### src/verilog/mycpu_config.svh
// build-time constants; translation only maps data addresses, the register count must stay 32
`ifndef MYCPU_CONFIG_SVH
`define MYCPU_CONFIG_SVH

// first instruction address after reset (kseg1 boot area)
`define MYCPU_RESET_VECTOR 32'hbfc00000

// 1 maps kseg0/kseg1 data addresses to physical, 0 passes them through
`define MYCPU_ADDR_TRANSLATE 1

// architectural register count
`define MYCPU_NUM_REGS 32

`endif

### src/verilog/mycpu_pkg.sv
// shared types only; word addressing, no sub-word access fields, single-issue retire record
package mycpu_pkg;

    // 32-bit data and address word
    typedef logic [31:0] word_t;

    // general purpose register index
    typedef logic [4:0] creg_addr_t;

    // primary opcodes the core decodes, anything else retires as a no-op
    typedef enum logic [5:0] {
        OP_SPECIAL = 6'h00,
        OP_ADDIU   = 6'h09,
        OP_ORI     = 6'h0d,
        OP_LUI     = 6'h0f,
        OP_LW      = 6'h23,
        OP_SW      = 6'h2b
    } opcode_e;

    // data request from execute, held until the bus completes
    typedef struct packed {
        logic  ren;
        logic  wen;
        word_t addr;
        word_t wd;
    } mem_req_t;

    // retire record for the debug writeback port
    typedef struct packed {
        logic [3:0] wen;
        creg_addr_t wnum;
        word_t      wd;
        word_t      pc;
    } rf_w_t;

    // buffered instruction handed from fetch to execute
    typedef struct packed {
        logic  valid;
        word_t pc;
        word_t instr;
    } fetch_t;

endpackage

### src/verilog/sram_handshake.sv
// one outstanding SRAM-like transaction; cpu_req is only sampled while idle, data_ok must follow addr_ok
`timescale 1ns/1ps

module sram_handshake (
    input  logic clk,
    input  logic arst_n,
    input  logic cpu_req,
    input  logic addr_ok,
    input  logic data_ok,
    output logic req,
    output logic done
);

    typedef enum logic [1:0] {
        HS_IDLE,
        HS_WAIT_ADDR,
        HS_WAIT_DATA
    } hs_state_e;

    hs_state_e state;
    hs_state_e state_next;

    always_comb begin
        state_next = state;
        case (state)
            HS_IDLE: begin
                if (cpu_req) begin
                    state_next = HS_WAIT_ADDR;
                end
            end
            // req stays up until the slave accepts the address
            HS_WAIT_ADDR: begin
                if (addr_ok) begin
                    state_next = HS_WAIT_DATA;
                end
            end
            HS_WAIT_DATA: begin
                if (data_ok) begin
                    state_next = HS_IDLE;
                end
            end
            default: state_next = HS_IDLE;
        endcase
    end

    always_ff @(posedge clk or negedge arst_n) begin
        if (!arst_n) begin
            state <= HS_IDLE;
        end else begin
            state <= state_next;
        end
    end

    assign req  = (state == HS_WAIT_ADDR);
    // completion pulse lines up with data_ok
    assign done = (state == HS_WAIT_DATA) && data_ok;

endmodule

### src/verilog/inst_fetch.sv
// sequential fetch only, no branches; one-entry buffer, next fetch issues once execute has taken it
`timescale 1ns/1ps
`include "mycpu_config.svh"

module inst_fetch (
    input  logic               clk,
    input  logic               arst_n,
    input  mycpu_pkg::word_t   inst_rdata,
    input  logic               i_done,
    input  logic               take,
    output logic               fetch_req,
    output mycpu_pkg::word_t   pc,
    output mycpu_pkg::fetch_t  fetch
);

    logic             buf_valid;
    mycpu_pkg::word_t buf_pc;
    mycpu_pkg::word_t buf_instr;

    // pc is the address of the word being fetched, stable while the fetch is in flight
    always_ff @(posedge clk or negedge arst_n) begin
        if (!arst_n) begin
            pc <= `MYCPU_RESET_VECTOR;
        end else if (i_done) begin
            pc <= pc + 32'd4;
        end
    end

    always_ff @(posedge clk or negedge arst_n) begin
        if (!arst_n) begin
            buf_valid <= 1'b0;
        end else if (i_done) begin
            buf_valid <= 1'b1;
        end else if (take) begin
            buf_valid <= 1'b0;
        end
    end

    // buffer payload
    always_ff @(posedge clk) begin
        if (i_done) begin
            buf_pc    <= pc;
            buf_instr <= inst_rdata;
        end
    end

    // ask for the next word only while the buffer is empty
    assign fetch_req = !buf_valid;

    assign fetch.valid = buf_valid;
    assign fetch.pc    = buf_pc;
    assign fetch.instr = buf_instr;

endmodule

### src/verilog/execute_stage.sv
// addiu/lui/ori/addu/lw/sw only, all else is a no-op; one instruction at a time, word loads and stores
`timescale 1ns/1ps
`include "mycpu_config.svh"

module execute_stage (
    input  logic                clk,
    input  logic                arst_n,
    input  mycpu_pkg::fetch_t   fetch,
    output logic                take,
    output mycpu_pkg::mem_req_t mreq,
    input  mycpu_pkg::word_t    data_rdata,
    input  logic                d_done,
    output mycpu_pkg::rf_w_t    rfw
);

    localparam logic [5:0] FUNCT_ADDU = 6'h21;

    typedef enum logic [1:0] {
        EX_IDLE,
        EX_EXEC,
        EX_MEM,
        EX_WB
    } ex_state_e;

    ex_state_e state;
    ex_state_e state_next;

    mycpu_pkg::word_t ir;
    mycpu_pkg::word_t ir_pc;
    mycpu_pkg::word_t ld_data;

    mycpu_pkg::word_t regs [`MYCPU_NUM_REGS];

    mycpu_pkg::opcode_e   op;
    mycpu_pkg::creg_addr_t rs;
    mycpu_pkg::creg_addr_t rt;
    mycpu_pkg::creg_addr_t rd;
    logic [15:0]          imm;
    logic [5:0]           funct;

    mycpu_pkg::word_t rs_val;
    mycpu_pkg::word_t rt_val;
    mycpu_pkg::word_t simm;
    mycpu_pkg::word_t alu_res;
    mycpu_pkg::creg_addr_t dest;
    logic             alu_wr;
    logic             is_mem;
    logic             is_store;
    logic             mem_active;

    logic             rf_we;
    mycpu_pkg::word_t rf_wd;

    // field split
    assign op    = mycpu_pkg::opcode_e'(ir[31:26]);
    assign rs    = ir[25:21];
    assign rt    = ir[20:16];
    assign rd    = ir[15:11];
    assign imm   = ir[15:0];
    assign funct = ir[5:0];
    assign simm  = {{16{imm[15]}}, imm};

    // r0 reads as zero whatever the array holds
    assign rs_val = (rs == 5'd0) ? '0 : regs[rs];
    assign rt_val = (rt == 5'd0) ? '0 : regs[rt];

    always_comb begin
        alu_res  = '0;
        dest     = rt;
        alu_wr   = 1'b0;
        is_mem   = 1'b0;
        is_store = 1'b0;
        case (op)
            mycpu_pkg::OP_SPECIAL: begin
                if (funct == FUNCT_ADDU) begin
                    alu_res = rs_val + rt_val;
                    dest    = rd;
                    alu_wr  = 1'b1;
                end
            end
            mycpu_pkg::OP_ADDIU: begin
                alu_res = rs_val + simm;
                alu_wr  = 1'b1;
            end
            mycpu_pkg::OP_ORI: begin
                alu_res = rs_val | {16'h0000, imm};
                alu_wr  = 1'b1;
            end
            mycpu_pkg::OP_LUI: begin
                alu_res = {imm, 16'h0000};
                alu_wr  = 1'b1;
            end
            mycpu_pkg::OP_LW: begin
                is_mem = 1'b1;
            end
            mycpu_pkg::OP_SW: begin
                is_mem   = 1'b1;
                is_store = 1'b1;
            end
            default: ;
        endcase
    end

    // sequencing
    assign take = (state == EX_IDLE) && fetch.valid;

    always_comb begin
        state_next = state;
        case (state)
            EX_IDLE: begin
                if (fetch.valid) begin
                    state_next = EX_EXEC;
                end
            end
            EX_EXEC: state_next = is_mem ? EX_MEM : EX_IDLE;
            EX_MEM: begin
                if (d_done) begin
                    state_next = EX_WB;
                end
            end
            default: state_next = EX_IDLE;
        endcase
    end

    always_ff @(posedge clk or negedge arst_n) begin
        if (!arst_n) begin
            state <= EX_IDLE;
        end else begin
            state <= state_next;
        end
    end

    always_ff @(posedge clk) begin
        if (take) begin
            ir    <= fetch.instr;
            ir_pc <= fetch.pc;
        end
        if (d_done) begin
            ld_data <= data_rdata;
        end
    end

    // data request, stable from exec until the bus reports done
    // registers cannot change meanwhile so rs/rt values hold
    assign mem_active = (state == EX_EXEC) || (state == EX_MEM);
    assign mreq.ren   = mem_active && is_mem && !is_store;
    assign mreq.wen   = mem_active && is_store;
    assign mreq.addr  = rs_val + simm;
    assign mreq.wd    = rt_val;

    // alu results retire in exec, loads in the cycle after d_done
    assign rf_wd = (state == EX_WB) ? ld_data : alu_res;
    assign rf_we = (dest != 5'd0)
                && (((state == EX_EXEC) && alu_wr)
                ||  ((state == EX_WB) && is_mem && !is_store));

    always_ff @(posedge clk) begin
        if (rf_we) begin
            regs[dest] <= rf_wd;
        end
    end

    assign rfw.wen  = rf_we ? 4'hf : 4'h0;
    assign rfw.wnum = rf_we ? dest : '0;
    assign rfw.wd   = rf_we ? rf_wd : '0;
    assign rfw.pc   = rf_we ? ir_pc : '0;

endmodule

### src/verilog/data_bus_adapter.sv
// word-size accesses only; with translation on, kseg0/kseg1 drop the top three bits, other segments pass
`timescale 1ns/1ps
`include "mycpu_config.svh"

module data_bus_adapter (
    input  mycpu_pkg::mem_req_t mreq,
    output logic                cpu_req,
    output logic                data_wr,
    output mycpu_pkg::word_t    data_addr,
    output mycpu_pkg::word_t    data_wdata,
    output logic [1:0]          data_size
);

    localparam bit ADDR_TRANSLATE = (`MYCPU_ADDR_TRANSLATE == 1);

    assign cpu_req = mreq.ren || mreq.wen;
    assign data_wr = mreq.wen;

    // write data only matters on stores
    assign data_wdata = mreq.wen ? mreq.wd : '0;

    // always a full word
    assign data_size = 2'd2;

    always_comb begin
        data_addr = mreq.addr;
        // 0x8..0xb top nibble is kseg0 or kseg1
        if (ADDR_TRANSLATE && (mreq.addr[31:30] == 2'b10)) begin
            data_addr = {3'b000, mreq.addr[28:0]};
        end
    end

endmodule

### src/verilog/mycpu.sv
// no interrupts, branches or caches; instruction addresses leave untranslated, one transaction per port
`timescale 1ns/1ps

module mycpu (
    input  logic             clk,
    input  logic             arst_n,

    output logic             inst_req,
    output logic             inst_wr,
    output logic [1:0]       inst_size,
    output mycpu_pkg::word_t inst_addr,
    output mycpu_pkg::word_t inst_wdata,
    input  mycpu_pkg::word_t inst_rdata,
    input  logic             inst_addr_ok,
    input  logic             inst_data_ok,

    output logic             data_req,
    output logic             data_wr,
    output logic [1:0]       data_size,
    output mycpu_pkg::word_t data_addr,
    output mycpu_pkg::word_t data_wdata,
    input  mycpu_pkg::word_t data_rdata,
    input  logic             data_addr_ok,
    input  logic             data_data_ok,

    output mycpu_pkg::word_t      debug_wb_pc,
    output logic [3:0]            debug_wb_rf_wen,
    output mycpu_pkg::creg_addr_t debug_wb_rf_wnum,
    output mycpu_pkg::word_t      debug_wb_rf_wdata
);

    logic                fetch_req;
    logic                i_done;
    logic                take;
    logic                d_req;
    logic                d_done;
    mycpu_pkg::fetch_t   fetch;
    mycpu_pkg::mem_req_t mreq;
    mycpu_pkg::rf_w_t    rfw;

    // instruction port is read-only, full words
    assign inst_wr    = 1'b0;
    assign inst_size  = 2'd2;
    assign inst_wdata = '0;

    inst_fetch u_inst_fetch (
        .clk        (clk),
        .arst_n     (arst_n),
        .inst_rdata (inst_rdata),
        .i_done     (i_done),
        .take       (take),
        .fetch_req  (fetch_req),
        .pc         (inst_addr),
        .fetch      (fetch)
    );

    sram_handshake i_handshake (
        .clk     (clk),
        .arst_n  (arst_n),
        .cpu_req (fetch_req),
        .addr_ok (inst_addr_ok),
        .data_ok (inst_data_ok),
        .req     (inst_req),
        .done    (i_done)
    );

    execute_stage u_execute_stage (
        .clk        (clk),
        .arst_n     (arst_n),
        .fetch      (fetch),
        .take       (take),
        .mreq       (mreq),
        .data_rdata (data_rdata),
        .d_done     (d_done),
        .rfw        (rfw)
    );

    data_bus_adapter u_data_bus_adapter (
        .mreq       (mreq),
        .cpu_req    (d_req),
        .data_wr    (data_wr),
        .data_addr  (data_addr),
        .data_wdata (data_wdata),
        .data_size  (data_size)
    );

    sram_handshake d_handshake (
        .clk     (clk),
        .arst_n  (arst_n),
        .cpu_req (d_req),
        .addr_ok (data_addr_ok),
        .data_ok (data_data_ok),
        .req     (data_req),
        .done    (d_done)
    );

    assign debug_wb_pc       = rfw.pc;
    assign debug_wb_rf_wen   = rfw.wen;
    assign debug_wb_rf_wnum  = rfw.wnum;
    assign debug_wb_rf_wdata = rfw.wd;

endmodule

### config.mk
export PLATFORM = sky130hd
export DESIGN_NAME = mycpu
export DESIGN_NICKNAME = d
export VERILOG_FILES = /design/src/verilog/mycpu_pkg.sv /design/src/verilog/sram_handshake.sv /design/src/verilog/inst_fetch.sv /design/src/verilog/execute_stage.sv /design/src/verilog/data_bus_adapter.sv /design/src/verilog/mycpu.sv
export VERILOG_INCLUDE_DIRS = /design/src /design/src/verilog
export SDC_FILE = /design/constraint.sdc
export NUM_CORES = 2
export LEC_CHECK = 0
export ABC_AREA = 1
export BUFFER_PORTS_ARGS = -buffer_cell sky130_fd_sc_hd__buf_2
export CAP_MARGIN = 10
export CELL_PAD_IN_SITES_DETAIL_PLACEMENT = 0
export CELL_PAD_IN_SITES_GLOBAL_PLACEMENT = 1
export CORE_ASPECT_RATIO = 1.25
export CORE_MARGIN = 1
export CORE_UTILIZATION = 44
export CTS_BUF_LIST = sky130_fd_sc_hd__clkbuf_16
export CTS_CLUSTER_DIAMETER = 60
export DETAILED_ROUTE_END_ITERATION = 7
export PLACE_DENSITY_LB_ADDON = 0.15
export SYNTH_ARGS = -nofsm -noshare
export SYNTH_HDL_FRONTEND = slang
export SYNTH_SLANG_ARGS = --single-unit
### constraint.sdc
create_clock -name clk -period 4.71 [get_ports clk]
set_input_delay 0.2355 -clock clk [delete_from_list [all_inputs] [get_ports clk]]
set_output_delay 0.2355 -clock clk [all_outputs]
set_load 0.005 [all_outputs]
==> run metrics <==
status complete, but fails checks; failing checks setup timing; Critical Path AT 5040 ps; Die ar. 0.147 mm2; first-pass GRT wire length 387000 um; Final Hold Fails 0; synthesized instance count 6864; initial antenna violation count 4; DIE HEIGHT 428 um; Slew Limit Fails 0; H-tree levels 4; ys async rst share 0.0302; sequential area share after synthesis 0.572; Sw Ratio 0.435; total global-route track usage 0.365; deepest clock path buffer count 3; area leader, netlist edfxtp_1; row cnt about 160; crit path max fanout 12; Skew-Pair Late Insertion Delay 830 ps; RSZ-0062 raised after global routing yes; Layout area overhead 26.2%; CTS clk-pin slew, worst paths 60 ps; clock share of power 0.187; CP endpoint kind output port; most common cell in the synthesized netlist nand2_1; Psw 24.3 mW; iteration-0 DRC count of the detailed router ~7000; Post-synth EDFFs 1180; detailed-router iteration count before antenna repair 7; Cells after DPL just over 9000; sequential share of power 0.233; Worst-Margin Slew 1180 ps; largest net degree at the start of global routing 88; Core Region 0.144 mm2; fin nets 7730; post-synth top area share 0.554; Max Clock Skew 48.5 ps; CTS tree done; DRC violation count after routing 0; Slew HR 0.209; port bufs 237; routed wire length per instance 28.6 um; FF-to-FF End u_execute_stage.regs[21][11]; Tcrit/Tclk final 1.12; final setup fails 114; clock sink count ~1200; top_reg_cell synth edfxtp_1; Top cell by count, worst path nand2_2; leakage power 31.7 nW; library cells used by synthesis 56; Final HPWL DP 166000 um; vias in the first global route roughly 56000; share of cells above drive strength 1 0.209; ant diodes 0; Peak VDD IR approximately 0.00047 V; Die X-Extent 343 um; Synth warnings 0; Critical Path Source Type register; Int Pwr 31.6 mW; Worst path max stage delay about 380 ps; final setup margin -570 ps; Fin Hold WS roughly 120 ps; R2R cell count 38; Routed Wire Length 274000 um; Commonest cells post-synth nand2_1, edfxtp_1, nand3_1, nor2_1, o21ai_0; Routed Antenna Nets 0; I/O pin count between 200 and 300; f_max between 150 and 200 MHz; Max-Cap Viols 0; ranking of synthesized cells by area edfxtp_1, nand2_1, nand3_1; RePlAce Congestion slightly below 1; Worst Path Required 4470 ps; Root Buffer clkbuf_16; Initial Util 0.443; non-filler cells, final about 9600; grt ovf 0; CTS buffer count 133; Power Dens Cells around 690 mW/mm2; vias post-DR ~60000; Synth Register Bits 1227; Syn Std Cell Area 0.0640 mm2; combinational power share 0.580; CP max stage cell dfxtp_4; Critical Setup Path Class register to output port; Layout fillers 12700; Hold Path Class input port to async pin; Final min period 5280 ps; DR vias/cell 6.13; Avg Cell Area, Syn 9.32 um2; R2R setup slack -430 ps
## area by class of cell
type / instances / area, um2 / share of cell area
sequential: 1227 / 36600 / 0.453
multi-input combinational: 4896 / 25800 / 0.319
timing repair buffer: 1029 / 10400 / 0.129
clock buffer: 133 / 3330 / 0.0412
tap: 1896 / 2370 / 0.0294
inverter: 292 / 1170 / 0.0145
clock inverter: 103 / 995 / 0.0123
timing repair inverter: 5 / 72.6 / 0.000899
## how the worst max path moves through the flow
stage,from,endpoint,slack (ps),depth (start not counted)
after floorplan,register,u_execute_stage.regs[0][24],10,30
final,register,debug_wb_rf_wdata[23],-570,32
after detailed placement,register,debug_wb_rf_wdata[19],-310,25
after global placement,register,debug_wb_rf_wdata[19],-320,25
after CTS,register,debug_wb_rf_wdata[24],-570,30
after global routing,register,debug_wb_rf_wdata[24],-740,30
## logic make-up after synthesis
kind of cell | after synthesis | share of synthesized area
buf+inv | 812 | 0.0622
compound gates | 1252 | 0.117
xor+xnor | 52 | 0.00712
flops | 1227 | 0.572
fa+ha+maj | 76 | 0.0151
other cells | 2 | 0.000117
simple gates | 3443 | 0.227
## power by group through the flow
stage	clock, mW	sequential [mW]	combinational, mW
CTS	10.5	13.0	30.3
global route	10.9	13.0	34.2
finish	10.4	13.0	32.4
global placement	0	13.2	26.7
detailed placement	0	13.3	26.7
floorplan	0	13.1	13.9
## state kept, by name (all words and copies together), names as in the netlist, named ones only
signal / cells
u_execute_stage.regs: 1024
u_execute_stage.ir: 32
u_execute_stage.ld_data: 32
u_inst_fetch.buf_instr: 32
u_execute_stage.ir_pc: 30
u_inst_fetch.buf_pc: 30
u_inst_fetch.pc: 30
d_handshake.state: 2
i_handshake.state: 2
u_execute_stage.state: 2
u_inst_fetch.buf_valid: 1
## worst max-delay path: cells and delay by family, from the launching register on
kind                     cells  cell delay [ps]
buffers and inverters        9             1190
adder cells (fa/ha/maj)      1              280
AND/OR/NAND/NOR             14             1090
AO/OA/AOI/OAI                8             1330
flip-flops                   1              380
## metal layers
metal | up-vias | part of all wire | track usage | routed length [um]
met5 | - | 0.00011 | 0 | 29
met4 | 4 | 0.079 | 0.256 | 21500
met3 | 953 | 0.095 | 0.0699 | 25900
met2 | 3555 | 0.47 | 0.596 | 129000
met1 | 28600 | 0.35 | 0.431 | 96900
li1 | 25600 | - | - | -
## placed cells by master (no fill, tap or decap), types with 56 or more instances in the layout
master / count
nand2_1: 1471
buf_2: 232
nand3_1: 857
o21ai_1: 65
edfxtp_1: 1180
buf_12: 131
dlygate4sd3_1: 70
nand3_2: 59
o21ai_0: 624
o221ai_1: 234
buf_4: 488
inv_1: 274
conb_1: 73
nor2_1: 787
a21oi_1: 99
nand2_2: 76
o22ai_1: 56
clkbuf_16: 139
## metrics by stage
stage	instance area [um2]	worst slack, ps	util	setup TNS, ps	power, mW
finish	80700	-570	0.559	-30520	55.9
CTS	79600	-573	0.551	-22630	53.9
global placement	71600	-319	0.496	-64240	39.9
detailed placement	71600	-307	0.496	-55460	40.0
floorplan	64300	9.87	-	0	27.0
global route	80700	-743	0.559	-65690	58.2
## what timing repair did
action / 4_1_cts / 5_1_grt
gates resized for setup: 382 / 178
endpoints found under the setup margin: 695 / 771
gates cloned: 30 / 8
buffers inserted: 63 / 27
endpoints found under the hold margin: 118 / 0
pin swaps: 108 / 104
hold buffers: 70 / 0
No activity file was read; power rests on OpenSTA's default activity.
